File: src/source/warp_sched_pkg.sv
// ----------------------------------------
// 4 warps x 4 threads, 2 local barriers
// ----------------------------------------
package warp_sched_pkg;

    localparam int NUM_WARPS     = 4;
    localparam int NW_WIDTH      = 2;
    localparam int NUM_THREADS   = 4;
    localparam int XLEN          = 32;
    localparam int NUM_BARRIERS  = 2;
    localparam int NB_WIDTH      = 1;

    // outstanding issues toward fetch
    localparam int FETCH_CREDITS = 4;
    localparam int CREDIT_WIDTH  = 3;
    localparam int PENDING_WIDTH = 4;

    typedef enum logic [2:0] {
        OP_SPAWN  = 3'd0,
        OP_TMC    = 3'd1,
        OP_BRANCH = 3'd2,
        OP_BAR    = 3'd3,
        OP_UNLOCK = 3'd4
    } warp_ctl_op_e;

    typedef logic [NW_WIDTH-1:0]    wid_t;
    typedef logic [NUM_THREADS-1:0] tmask_t;
    typedef logic [NUM_WARPS-1:0]   wmask_t;
    typedef logic [XLEN-1:0]        pc_t;
    typedef logic [NB_WIDTH-1:0]    bar_id_t;

endpackage

File: src/source/warp_ctl_decode.sv
// ----------------------------------------
// one command per cycle, no back-pressure
// unknown op values are dropped
// ----------------------------------------
module warp_ctl_decode (
    input  logic                          clk,
    input  logic                          reset,
    input  logic                          ctl_valid,
    input  warp_sched_pkg::warp_ctl_op_e  ctl_op,
    input  warp_sched_pkg::wid_t          ctl_wid,
    input  warp_sched_pkg::wmask_t        ctl_wmask,
    input  warp_sched_pkg::tmask_t        ctl_tmask,
    input  warp_sched_pkg::pc_t           ctl_pc,
    input  logic                          ctl_taken,
    input  warp_sched_pkg::bar_id_t       ctl_bar_id,
    input  warp_sched_pkg::wid_t          ctl_bar_size_m1,
    output logic                          spawn_valid,
    output logic                          tmc_valid,
    output logic                          branch_valid,
    output logic                          bar_valid,
    output logic                          unlock_valid,
    output warp_sched_pkg::wid_t          cmd_wid,
    output warp_sched_pkg::wmask_t        cmd_wmask,
    output warp_sched_pkg::tmask_t        cmd_tmask,
    output warp_sched_pkg::pc_t           cmd_pc,
    output logic                          cmd_taken,
    output warp_sched_pkg::bar_id_t       cmd_bar_id,
    output warp_sched_pkg::wid_t          cmd_bar_size_m1
);
    import warp_sched_pkg::*;

    // op to one-hot pulse
    always_ff @(posedge clk) begin
        if (reset) begin
            spawn_valid  <= 1'b0;
            tmc_valid    <= 1'b0;
            branch_valid <= 1'b0;
            bar_valid    <= 1'b0;
            unlock_valid <= 1'b0;
        end else begin
            spawn_valid  <= ctl_valid && (ctl_op == OP_SPAWN);
            tmc_valid    <= ctl_valid && (ctl_op == OP_TMC);
            branch_valid <= ctl_valid && (ctl_op == OP_BRANCH);
            bar_valid    <= ctl_valid && (ctl_op == OP_BAR);
            unlock_valid <= ctl_valid && (ctl_op == OP_UNLOCK);
        end
    end

    // command fields, only meaningful next to a pulse
    always_ff @(posedge clk) begin
        if (ctl_valid) begin
            cmd_wid         <= ctl_wid;
            cmd_wmask       <= ctl_wmask;
            cmd_tmask       <= ctl_tmask;
            cmd_pc          <= ctl_pc;
            cmd_taken       <= ctl_taken;
            cmd_bar_id      <= ctl_bar_id;
            cmd_bar_size_m1 <= ctl_bar_size_m1;
        end
    end

    a_pulse_onehot: assert property (@(posedge clk) disable iff (reset)
        $onehot0({spawn_valid, tmc_valid, branch_valid, bar_valid, unlock_valid}));

endmodule

File: src/source/barrier_unit.sv
// ----------------------------------------
// local barriers only, no global release
// ----------------------------------------
module barrier_unit (
    input  logic                     clk,
    input  logic                     reset,
    input  logic                     bar_valid,
    input  warp_sched_pkg::wid_t     cmd_wid,
    input  warp_sched_pkg::bar_id_t  cmd_bar_id,
    input  warp_sched_pkg::wid_t     cmd_bar_size_m1,
    output warp_sched_pkg::wmask_t   barrier_stalls
);
    import warp_sched_pkg::*;

    wmask_t              barrier_masks [NUM_BARRIERS];
    wmask_t              curr_mask;
    logic [NW_WIDTH:0]   wait_count;

    assign curr_mask = barrier_masks[cmd_bar_id];

    // warps already waiting on the addressed barrier
    always_comb begin
        wait_count = '0;
        for (int i = 0; i < NUM_WARPS; i++) begin
            wait_count = wait_count + (NW_WIDTH+1)'(curr_mask[i]);
        end
    end

    always_ff @(posedge clk) begin
        if (reset) begin
            for (int b = 0; b < NUM_BARRIERS; b++) begin
                barrier_masks[b] <= '0;
            end
            barrier_stalls <= '0;
        end else if (bar_valid) begin
            if (wait_count == {1'b0, cmd_bar_size_m1}) begin
                // last arrival releases everyone
                barrier_masks[cmd_bar_id] <= '0;
                barrier_stalls            <= barrier_stalls & ~curr_mask;
            end else begin
                barrier_masks[cmd_bar_id][cmd_wid] <= 1'b1;
                barrier_stalls[cmd_wid]            <= 1'b1;
            end
        end
    end

    a_no_double_arrival: assert property (@(posedge clk) disable iff (reset)
        bar_valid |-> !curr_mask[cmd_wid]);

endmodule

File: src/source/warp_scheduler.sv
// ----------------------------------------
// lowest ready warp wins; a fired warp stays
// stalled until its next control command
// ----------------------------------------
module warp_scheduler (
    input  logic                     clk,
    input  logic                     reset,
    input  warp_sched_pkg::pc_t      startup_pc,
    input  logic                     spawn_valid,
    input  logic                     tmc_valid,
    input  logic                     branch_valid,
    input  logic                     bar_valid,
    input  logic                     unlock_valid,
    input  warp_sched_pkg::wid_t     cmd_wid,
    input  warp_sched_pkg::wmask_t   cmd_wmask,
    input  warp_sched_pkg::tmask_t   cmd_tmask,
    input  warp_sched_pkg::pc_t      cmd_pc,
    input  logic                     cmd_taken,
    input  warp_sched_pkg::bar_id_t  cmd_bar_id,
    input  warp_sched_pkg::wid_t     cmd_bar_size_m1,
    input  logic                     issue_ready,
    output logic                     sel_valid,
    output warp_sched_pkg::wid_t     sel_wid,
    output warp_sched_pkg::pc_t      sel_pc,
    output warp_sched_pkg::tmask_t   sel_tmask,
    output warp_sched_pkg::wmask_t   active_warps
);
    import warp_sched_pkg::*;

    wmask_t  stalled_warps;
    wmask_t  active_n;
    wmask_t  stalled_n;
    wmask_t  barrier_stalls;
    wmask_t  ready_warps;
    tmask_t  thread_masks   [NUM_WARPS];
    tmask_t  thread_masks_n [NUM_WARPS];
    pc_t     warp_pcs       [NUM_WARPS];
    pc_t     warp_pcs_n     [NUM_WARPS];
    logic    any_cmd;
    logic    sel_fire;

    assign any_cmd  = spawn_valid | tmc_valid | branch_valid | bar_valid | unlock_valid;
    assign sel_fire = sel_valid && issue_ready;

    always_comb begin
        active_n       = active_warps;
        stalled_n      = stalled_warps;
        thread_masks_n = thread_masks;
        warp_pcs_n     = warp_pcs;

        if (spawn_valid) begin
            active_n = active_n | cmd_wmask;
            for (int i = 0; i < NUM_WARPS; i++) begin
                if (cmd_wmask[i]) begin
                    thread_masks_n[i] = tmask_t'(1);
                    warp_pcs_n[i]     = cmd_pc;
                end
            end
        end
        // zero mask retires the warp
        if (tmc_valid) begin
            active_n[cmd_wid]       = (cmd_tmask != '0);
            thread_masks_n[cmd_wid] = cmd_tmask;
        end
        if (branch_valid && cmd_taken) begin
            warp_pcs_n[cmd_wid] = cmd_pc;
        end
        if (any_cmd) begin
            stalled_n[cmd_wid] = 1'b0;
        end

        // hold the warp until its instruction is decoded
        if (sel_fire) begin
            stalled_n[sel_wid]  = 1'b1;
            warp_pcs_n[sel_wid] = sel_pc + pc_t'(4);
        end
    end

    always_ff @(posedge clk) begin
        if (reset) begin
            active_warps  <= wmask_t'(1);
            stalled_warps <= '0;
            for (int i = 0; i < NUM_WARPS; i++) begin
                thread_masks[i] <= (i == 0) ? tmask_t'(1) : '0;
                warp_pcs[i]     <= (i == 0) ? startup_pc : '0;
            end
        end else begin
            active_warps  <= active_n;
            stalled_warps <= stalled_n;
            thread_masks  <= thread_masks_n;
            warp_pcs      <= warp_pcs_n;
        end
    end

    barrier_unit u_barrier_unit (
        .clk             (clk),
        .reset           (reset),
        .bar_valid       (bar_valid),
        .cmd_wid         (cmd_wid),
        .cmd_bar_id      (cmd_bar_id),
        .cmd_bar_size_m1 (cmd_bar_size_m1),
        .barrier_stalls  (barrier_stalls)
    );

    assign ready_warps = active_warps & ~(stalled_warps | barrier_stalls);

    // descending scan, so the lowest index is written last
    always_comb begin
        sel_valid = 1'b0;
        sel_wid   = '0;
        for (int i = NUM_WARPS - 1; i >= 0; i--) begin
            if (ready_warps[i]) begin
                sel_valid = 1'b1;
                sel_wid   = wid_t'(i);
            end
        end
    end

    assign sel_pc    = warp_pcs[sel_wid];
    assign sel_tmask = thread_masks[sel_wid];

endmodule

File: src/source/issue_credit_out.sv
// ----------------------------------------
// fetch returns at most one credit a cycle
// ----------------------------------------
module issue_credit_out (
    input  logic                    clk,
    input  logic                    reset,
    input  logic                    sel_valid,
    input  warp_sched_pkg::wid_t    sel_wid,
    input  warp_sched_pkg::pc_t     sel_pc,
    input  warp_sched_pkg::tmask_t  sel_tmask,
    input  logic                    credit_return,
    output logic                    issue_ready,
    output logic                    issue_valid,
    output warp_sched_pkg::wid_t    issue_wid,
    output warp_sched_pkg::pc_t     issue_pc,
    output warp_sched_pkg::tmask_t  issue_tmask
);
    import warp_sched_pkg::*;

    localparam logic [CREDIT_WIDTH-1:0] CREDIT_MAX = CREDIT_WIDTH'(FETCH_CREDITS);

    logic [CREDIT_WIDTH-1:0] credits;
    logic                    fire;

    assign issue_ready = (credits != '0);
    assign fire        = sel_valid && issue_ready;

    always_ff @(posedge clk) begin
        if (reset) begin
            credits <= CREDIT_MAX;
        end else if (fire && !credit_return) begin
            credits <= credits - 1'b1;
        end else if (!fire && credit_return && credits != CREDIT_MAX) begin
            credits <= credits + 1'b1;
        end
    end

    always_ff @(posedge clk) begin
        if (reset) begin
            issue_valid <= 1'b0;
        end else begin
            issue_valid <= fire;
        end
    end

    // payload follows the fire
    always_ff @(posedge clk) begin
        if (fire) begin
            issue_wid   <= sel_wid;
            issue_pc    <= sel_pc;
            issue_tmask <= sel_tmask;
        end
    end

    a_credit_bound: assert property (@(posedge clk) disable iff (reset)
        credits <= CREDIT_MAX);

    a_no_return_when_full: assert property (@(posedge clk) disable iff (reset)
        credit_return |-> credits != CREDIT_MAX);

endmodule

File: src/source/pending_instr_ctr.sv
// ----------------------------------------
// busy lags its cause by one cycle
// ----------------------------------------
module pending_instr_ctr (
    input  logic                    clk,
    input  logic                    reset,
    input  logic                    issue_valid,
    input  warp_sched_pkg::wid_t    issue_wid,
    input  logic                    commit_valid,
    input  warp_sched_pkg::wid_t    commit_wid,
    input  warp_sched_pkg::wmask_t  active_warps,
    output logic                    busy
);
    import warp_sched_pkg::*;

    logic [PENDING_WIDTH-1:0] pending [NUM_WARPS];
    wmask_t                   incr;
    wmask_t                   decr;
    wmask_t                   nonzero;

    always_comb begin
        for (int i = 0; i < NUM_WARPS; i++) begin
            incr[i]    = issue_valid && (issue_wid == wid_t'(i));
            decr[i]    = commit_valid && (commit_wid == wid_t'(i));
            nonzero[i] = (pending[i] != '0);
        end
    end

    always_ff @(posedge clk) begin
        if (reset) begin
            for (int i = 0; i < NUM_WARPS; i++) begin
                pending[i] <= '0;
            end
            busy <= 1'b1;
        end else begin
            // same-warp issue and commit cancel
            for (int i = 0; i < NUM_WARPS; i++) begin
                if (incr[i] && !decr[i]) begin
                    pending[i] <= pending[i] + 1'b1;
                end else if (decr[i] && !incr[i]) begin
                    pending[i] <= pending[i] - 1'b1;
                end
            end
            busy <= (active_warps != '0) || (nonzero != '0);
        end
    end

    a_no_commit_underflow: assert property (@(posedge clk) disable iff (reset)
        commit_valid |-> pending[commit_wid] != '0);

endmodule

File: src/source/warp_sched_top.sv
// ----------------------------------------
// startup_pc is sampled while reset is high
// ----------------------------------------
module warp_sched_top (
    input  logic                          clk,
    input  logic                          reset,
    input  warp_sched_pkg::pc_t           startup_pc,
    input  logic                          ctl_valid,
    input  warp_sched_pkg::warp_ctl_op_e  ctl_op,
    input  warp_sched_pkg::wid_t          ctl_wid,
    input  warp_sched_pkg::wmask_t        ctl_wmask,
    input  warp_sched_pkg::tmask_t        ctl_tmask,
    input  warp_sched_pkg::pc_t           ctl_pc,
    input  logic                          ctl_taken,
    input  warp_sched_pkg::bar_id_t       ctl_bar_id,
    input  warp_sched_pkg::wid_t          ctl_bar_size_m1,
    input  logic                          credit_return,
    input  logic                          commit_valid,
    input  warp_sched_pkg::wid_t          commit_wid,
    output logic                          issue_valid,
    output warp_sched_pkg::wid_t          issue_wid,
    output warp_sched_pkg::pc_t           issue_pc,
    output warp_sched_pkg::tmask_t        issue_tmask,
    output logic                          busy
);
    import warp_sched_pkg::*;

    // decoded command
    logic    spawn_valid, tmc_valid, branch_valid, bar_valid, unlock_valid;
    wid_t    cmd_wid;
    wmask_t  cmd_wmask;
    tmask_t  cmd_tmask;
    pc_t     cmd_pc;
    logic    cmd_taken;
    bar_id_t cmd_bar_id;
    wid_t    cmd_bar_size_m1;

    // selection toward the issue stage
    logic    sel_valid;
    wid_t    sel_wid;
    pc_t     sel_pc;
    tmask_t  sel_tmask;
    logic    issue_ready;
    wmask_t  active_warps;

    warp_ctl_decode   u_warp_ctl_decode   (.*);
    warp_scheduler    u_warp_scheduler    (.*);
    issue_credit_out  u_issue_credit_out  (.*);
    pending_instr_ctr u_pending_instr_ctr (.*);

endmodule

File: config.mk
export PLATFORM = sky130hd
export DESIGN_NAME = warp_sched_top
export DESIGN_NICKNAME = d
export VERILOG_FILES = /design/src/source/warp_sched_pkg.sv /design/src/source/warp_ctl_decode.sv /design/src/source/barrier_unit.sv /design/src/source/warp_scheduler.sv /design/src/source/issue_credit_out.sv /design/src/source/pending_instr_ctr.sv /design/src/source/warp_sched_top.sv
export SDC_FILE = /design/constraint.sdc
export NUM_CORES = 1
export LEC_CHECK = 0
export BUFFER_PORTS_ARGS = -buffer_cell sky130_fd_sc_hd__clkbuf_2
export CORE_MARGIN = 1.5
export CORE_UTILIZATION = 45
export CTS_BUF_LIST = sky130_fd_sc_hd__clkbuf_4
export CTS_CLUSTER_SIZE = 40
export DETAILED_ROUTE_END_ITERATION = 16
export HOLD_SLACK_MARGIN = 0.15
export PLACE_DENSITY = 0.69
export SLEW_MARGIN = 20
export SYNTH_ARGS = -nofsm -noshare
export SYNTH_HDL_FRONTEND = slang
export SYNTH_SLANG_ARGS = --single-unit
File: constraint.sdc
create_clock -name clk -period 5.89 [get_ports clk]
set_input_delay 0.589 -clock clk [delete_from_list [all_inputs] [get_ports clk]]
set_output_delay 0.589 -clock clk [all_outputs]
set_load 0.03 [all_outputs]
==> summary.md, run 1 <==
| Metric | Value |
|---|---|
| # IOs | `128` |
| Hold WC Path Type | `input pin to flop` |
| Worst Tran Pin Value | `1.15 ns` |
| WHS | `0.178 ns` |
| Core Util, Final | `a little over half` |
| Largest net degree at the start of global routing | `93` |
| Worst-Skew Late Latency | `just over 0.7 ns` |
| Synth unique cells | `between 70 and 80` |
| Initial core utilization | `a little under half` |
| Leak Pwr | `6.71 nW` |
| Vias | `12700` |
| Max Cap Viol | `0` |
| Area of the core | `0.0305 mm²` |
| Worst R2R Setup Slack | `approximately 1.8 ns` |
| Clock-pin slew on the worst setup and hold paths | `0.07 ns` |
| Vias in the first global route | `12600` |
| Detailed-route wire length | `43300 µm` |
| Combinational fraction of design power | `between 20% and 30%` |
| Layout cells sized above 1 | `20.6%` |
| Sw power | `1.95 mW` |
| Hold Vio Cnt, Final | `0` |
| Crit Path Category | `flop to flop` |
| Crit Path Max Fanout | `13` |
| Clock Power Share | `32.4%` |
| Die X | `179 µm` |
| Clock skew | `0.0385 ns` |
| Post-route ant nets | `0` |
| DR WL/cell | `around 20 µm` |
| Status | `finished clean` |
| Syn_area_per_cell | `9.46 µm²` |
| CTS tree | `built` |
| Total gr overflow | `0` |
| Drt pass-1 iters | `8` |
| Final layout net count | `between 1500 and 2000` |
| Final design area excluding fillers | `0.0167 mm²` |
| Clk sinks | `275` |
| Max clock buf depth | `3` |
| Peak VDD IR | `0.000192 V` |
| DR iter-0 viols | `1261` |
| Cells after synthesis | `between 1000 and 1500` |
| RSZ-0062 raised after global routing | `false` |
| Fin. max-slew vios | `0` |
| Initial antenna violation count | `2` |
| Most frequent cells in the layout | `nand2_1 (184), dfxtp_1 (167), nor2_1 (139), clkbuf_2 (126), clkbuf_4 (123)` |
| Sw Share | `34.2%` |
| Clock Tree Root | `clkbuf_4` |
| Synth Warn # | `0` |
| Area growth from synthesis to layout | `19.9%` |
| Fin crit period | `4.13 ns` |
| I/O Buffers | `127` |
| All-Layer GR Usage | `27.4%` |
| CTS buffer count | `76` |
| # setup viols final | `0` |
| Synth Cell Area | `0.0139 mm²` |
| Pwr dens | `341 mW/mm²` |
| Peak Freq | `0.242 GHz` |
| Asr flop ratio synth | `0%` |
| Most common cell after layout, fill and taps aside | `nand2_1` |
| Post-route DRC violation count | `0` |
| Seq pwr share | `between 40% and 50%` |
| Crit path DAT | `about 4.7 ns` |
| Area post-placement | `0.0150 mm²` |
| Die height | `179 µm` |
| Period utilization | `70.1%` |
| Synth Flop Type | `dfxtp_1` |
| CP Capture Type | `flop` |
| Std cell rows | `64` |
| # H-tree levels | `3` |
| Post-synth EDFFs | `108` |
| Vias per std cell | `roughly 6.0` |
| CP startpoint kind | `flop` |
| Relative slew slack | `between 20% and 30%` |
| Post-Synthesis Net Count | `~1600` |
| Internal Power | `3.75 mW` |
| Setup tns final | `0 ns` |
| Post-CTS Repair Setup Buffers | `0` |
| Worst endpoint required time | `6.48 ns` |
| Die ar. | `0.0320 mm²` |
| Number of synthesized register bits | `275` |
| Post-DP HPWL | `27000 µm` |
| First-pass GRT wire length | `approximately 68000 µm` |
| Seq/Total Area, Yosys | `47.3%` |
| Routability cong. | `0.904` |
[flip-flops by register name, indices dropped and copies added, names as in the netlist, 8 cells and up, named ones only]
register	cells
u_issue_credit_out.issue_pc	32
u_pending_instr_ctr.pending	16
u_warp_ctl_decode.cmd_pc	32
u_warp_scheduler.thread_masks	16
u_warp_scheduler.u_barrier_unit.barrier_masks	8
u_warp_scheduler.warp_pcs	128
[worst paths after layout]
path | startpoint | endpoint | cells past startpoint
worst min-delay path | startup_pc[25] | u_warp_scheduler.warp_pcs[121] | 3
worst min register to register | u_warp_scheduler.thread_masks[5] | u_warp_scheduler.thread_masks[5] | 2
worst max register to register | u_warp_scheduler.active_warps[2] | u_warp_scheduler.warp_pcs[8] | 11
worst max-delay path | u_warp_scheduler.active_warps[2] | u_warp_scheduler.warp_pcs[8] | 11
[critical path: stages (launching register included)]
cell and delay [ns]:
dfxtp_1 0.39, or3b_1 0.35, buf_4 0.19, nor3_2 0.89, a222oi_1 0.45, inv_1 0.19
ha_1 0.21, and2_1 0.49, nand3_1 0.17, xnor2_1 0.35, nor2_1 0.10, a211oi_1 0.25
[power by group through the flow]
| stage | Clock [mW] | Sequential [mW] | Combinational (mW) |
|---|---|---|---|
| floorplan | 0 | 2.61 | 0.736 |
| global placement | 0 | 2.46 | 1.34 |
| detailed placement | 0 | 2.46 | 1.36 |
| CTS | 1.88 | 2.42 | 1.40 |
| global route | 1.98 | 2.45 | 1.53 |
| finish | 1.84 | 2.43 | 1.42 |
[cells in the mapped netlist, types with 9 or more instances]
cell type | number | area (µm²)
nand2_1 | 187 | 702
dfxtp_1 | 167 | 3340
nor2_1 | 142 | 533
edfxtp_1 | 108 | 3240
a21oi_1 | 99 | 495
mux2i_1 | 95 | 951
clkbuf_1 | 79 | 297
a211oi_1 | 65 | 488
inv_1 | 61 | 229
nand3_1 | 41 | 205
o21ai_0 | 33 | 165
nor3_1 | 27 | 135
mux2_2 | 23 | 259
xnor2_1 | 22 | 193
nand4_1 | 17 | 106
xor2_1 | 14 | 123
a221oi_1 | 13 | 114
a222oi_1 | 13 | 130
nor4_1 | 13 | 81.3
o41ai_1 | 13 | 114
or4b_2 | 13 | 130
buf_2 | 12 | 60.1
ha_1 | 12 | 150
or3_1 | 12 | 75.1
buf_1 | 11 | 41.3
nand2b_1 | 10 | 62.6
and3_1 | 9 | 56.3
nor2b_1 | 9 | 56.3
o22ai_1 | 9 | 56.3
[metal layers]
metal / global-route usage [%] / part of all wire [%] / vias up / routed length [µm]
li1: - / - / 5871 / -
met1: 35.3 / 41 / 6019 / 17800
met2: 44.1 / 46 / 694 / 20000
met3: 5.56 / 9.2 / 135 / 3970
met4: 12.8 / 3.5 / 0 / 1520
met5: 0 / 0 / - / 0
[stage by stage]
step                      total power [mW]  instances  worst slack, ns
after floorplan                       3.35       1471             2.00
after global placement                3.80       1925             1.93
after detailed placement              3.82       1925             1.87
after CTS                             5.70       2131             1.85
after global routing                  5.96       2133             1.47
final                                 5.69       2133             1.76
[final cells by class]
type	count	area, µm²
fill	2745	13800
multi-input combinational	1029	6740
sequential	275	6590
timing repair buffer	230	1580
clock buffer	123	923
tap	396	495
inverter	63	236
clock inverter	15	109
antenna	2	5.00
[cell families (layout without fill, tap and decap cells)]
| logic type | count (synthesis) | in the layout | synth area share, % |
|---|---|---|---|
| other cells | 0 | 2 | 0 |
| mux | 118 | 118 | 8.70 |
| xor+xnor | 36 | 36 | 2.27 |
| compound gates | 328 | 328 | 16.4 |
| buf+inv | 167 | 431 | 4.72 |
| flops | 275 | 275 | 47.3 |
| simple gates | 530 | 530 | 18.8 |
| fa+ha+maj | 17 | 17 | 1.80 |
[what timing repair did]
| item | in CTS | in global routing |
|---|---|---|
| endpoints found under the hold margin | 68 | 0 |
| resized for setup | 0 | 0 |
| hold buffers | 68 | 0 |
| setup endpoints to repair | 0 | 0 |
No activity file was read; power rests on OpenSTA's default activity.
==> run 2: changes to the inputs <==
- clock period: 5.89 -> 4.04 ns (I/O delays scaled with it)
==> run 2 against run 1 <==
Against the previous run: clock-buffer cell count fell by 1; worst setup slack got worse by 1.5 ns; power rose by 47%; core utilization rose by 1.5 points; non-clock buffer count rose by 51; final cell count rose by 2.7%; via count rose by 2.2%; clock skew rose by 0.023 ns.
==> summary.md, run 2 (synthesized netlist as in run 1, its figures left out) <==
| Metric | Value |
|---|---|
| Crit Path Max Fanout | `17 (+4)` |
| Worst endpoint required time | `4.64 ns (-1.84 ns)` |
| Setup tns final | `0 ns (unchanged)` |
| Fin crit period | `3.75 ns (-0.378 ns)` |
| CTS tree | `built` |
| DR WL/cell | `20.0 µm (-1.3%)` |
| Initial core utilization | `45.6% (unchanged)` |
| CP Capture Type | `flop` |
| Core Util, Final | `56.1% (+1.5 points)` |
| Max stage delay cell, worst path | `o31ai_2` |
| Leak Pwr | `6.94 nW (+3.5%)` |
| CP Cell Sequence | `buf_4, nor3b_2, o31ai_2, buf_4, a222oi_1, inv_1, ha_1, and2_1, nand4_1, xnor2_1, nor2_1, a211oi_1` |
| Hold WC Path Type | `input pin to flop` |
| Vias | `13000 (+2.2%)` |
| Status | `finished clean` |
| Die X | `179 µm (unchanged)` |
| First-pass GRT wire length | `67400 µm (-0.50%)` |
| All-Layer GR Usage | `27.2% (-0.19 points)` |
| Hold Vio Cnt, Final | `0 (unchanged)` |
| # setup viols final | `0 (unchanged)` |
| Largest net degree at the start of global routing | `77 (-17%)` |
| Drt pass-1 iters | `7 (-1)` |
| Most frequent cells in the layout | `nand2_1 (187), dfxtp_1 (167), nor2_1 (139), clkbuf_2 (126), clkbuf_4 (122)` |
| Post-DP HPWL | `28200 µm (+4.5%)` |
| # H-tree levels | `3 (unchanged)` |
| Biggest register | `u_warp_scheduler.warp_pcs` |
| Die height | `179 µm (unchanged)` |
| Layout cells sized above 1 | `21.8% (+1.1 points)` |
| Max Cap Viol | `0 (unchanged)` |
| I/O Buffers | `127 (unchanged)` |
| Initial antenna violation count | `1 (-1)` |
| Slowest stage delay, CP | `0.53 ns (-0.36 ns)` |
| Clock-pin slew on the worst setup and hold paths | `0.07 ns (about the same)` |
| Fill count | `2697 (-1.7%)` |
| Crit path DAT | `4.35 ns (-0.37 ns)` |
| Period utilization | `92.8% (+23 points)` |
| Clock Tree Root | `clkbuf_4` |
| Final layout net count | `1833 (+3.0%)` |
| Worst-Skew Late Latency | `0.74 ns (+0.03 ns)` |
| Max clock buf depth | `3 (unchanged)` |
| # IOs | `128 (unchanged)` |
| Fin. max-slew vios | `0 (unchanged)` |
| Post-CTS Repair Setup Buffers | `0 (unchanged)` |
| Peak Freq | `0.267 GHz (+10%)` |
| Vias in the first global route | `12500 (-0.67%)` |
| Area of the core | `0.0305 mm² (unchanged)` |
| Most common cell on crit path | `buf_4` |
| Total gr overflow | `0 (unchanged)` |
| Area growth from synthesis to layout | `23.1%` |
| Pwr dens | `490 mW/mm² (+43%)` |
| Clk sinks | `275 (unchanged)` |
| Clock skew | `0.0619 ns (+0.0234 ns)` |
| Detailed-route wire length | `43800 µm (+1.3%)` |
| Max FFs per register | `128 (unchanged)` |
| Worst Tran Pin Value | `1.08 ns (-0.0714 ns)` |
| Die ar. | `0.0320 mm² (unchanged)` |
| CP startpoint kind | `flop` |
| Post-route ant nets | `0 (unchanged)` |
| Relative slew slack | `27.6% (+4.8 points)` |
| Vias per std cell | `5.94 (-0.47%)` |
| RSZ-0062 raised after global routing | `false` |
| Peak VDD IR | `0.000234 V (+22%)` |
| CTS buffer count | `78 (+2.6%)` |
| Post-route DRC violation count | `0 (unchanged)` |
| Most common cell after layout, fill and taps aside | `nand2_1` |
| Crit Path Category | `flop to flop` |
| Std cell rows | `64 (unchanged)` |
| Top Registers | `u_warp_scheduler.warp_pcs: 128 flops, u_issue_credit_out.issue_pc: 32 flops, u_warp_ctl_decode.cmd_pc: 32 flops` |
| Worst R2R Setup Slack | `0.29 ns (-1.47 ns)` |
| DR iter-0 viols | `1186 (-5.9%)` |
| Routability cong. | `0.902 (-0.15%)` |
run 2: metal layers:
layer  share of wire, %  vias up  track usage [%]
met5                  0        -                0
met2                 46      725             43.1
met3                9.0      130             5.17
met1                 42     6164             35.7
met4                3.6        0             13.0
li1                   -     5979                -
run 2: worst max-delay path, delay by kind of cell (launching register included):
family	cells	cell delay, ns
compound gates	3	0.91
xor+xnor	1	0.45
fa+ha+maj	1	0.22
buf+inv	3	0.78
flops	1	0.36
simple gates	4	0.92
run 2: stage by stage:
step           total power [mW]  instances  cell area, µm²  setup slack (ns)  hold WS (ns)
2_1_floorplan              4.88       1471           13900             0.146         0.448
6_report                   8.39       2190           17100             0.291         0.309
4_1_cts                    8.40       2189           17100             0.477         0.274
5_1_grt                    8.78       2190           17100             0.197         0.308
3_3_place_gp               5.59       1958           15200             0.607         0.454
3_5_place_dp               5.64       1958           15200             0.509         0.464
run 2: area by class of cell:
class	instances	area (µm²)	area share, %
diodes	1	2.50	0.0146
clock buffers	122	916	5.35
clock inverters	23	126	0.738
inverters	63	236	1.38
multi-input cells	1029	6730	39.3
flip-flops and latches	275	6590	38.5
well taps	396	495	2.89
repair buffers	281	2030	11.9
run 2: final timing paths:
check / start / endpoint / cells past startpoint
max: flop / u_warp_scheduler.warp_pcs[42] / 12
min: commit_valid / u_pending_instr_ctr.pending[3][0] / 4
max reg2reg: flop / u_warp_scheduler.warp_pcs[42] / 12
min reg2reg: u_warp_scheduler.thread_masks[1] / u_warp_scheduler.thread_masks[1] / 2
run 2: repair_timing:
item,in CTS,in global routing
gates resized for setup,0,0
hold buffers,86,0
endpoints found under the hold margin,87,0
endpoints found under the setup margin,0,0
run 2: power breakdown:
| group | internal (mW) | total, mW | switching, mW |
|---|---|---|---|
| Combinational | 0.722 | 2.16 | 1.44 |
| Sequential | 3.30 | 3.54 | 0.232 |
| Clock | 1.44 | 2.69 | 1.25 |
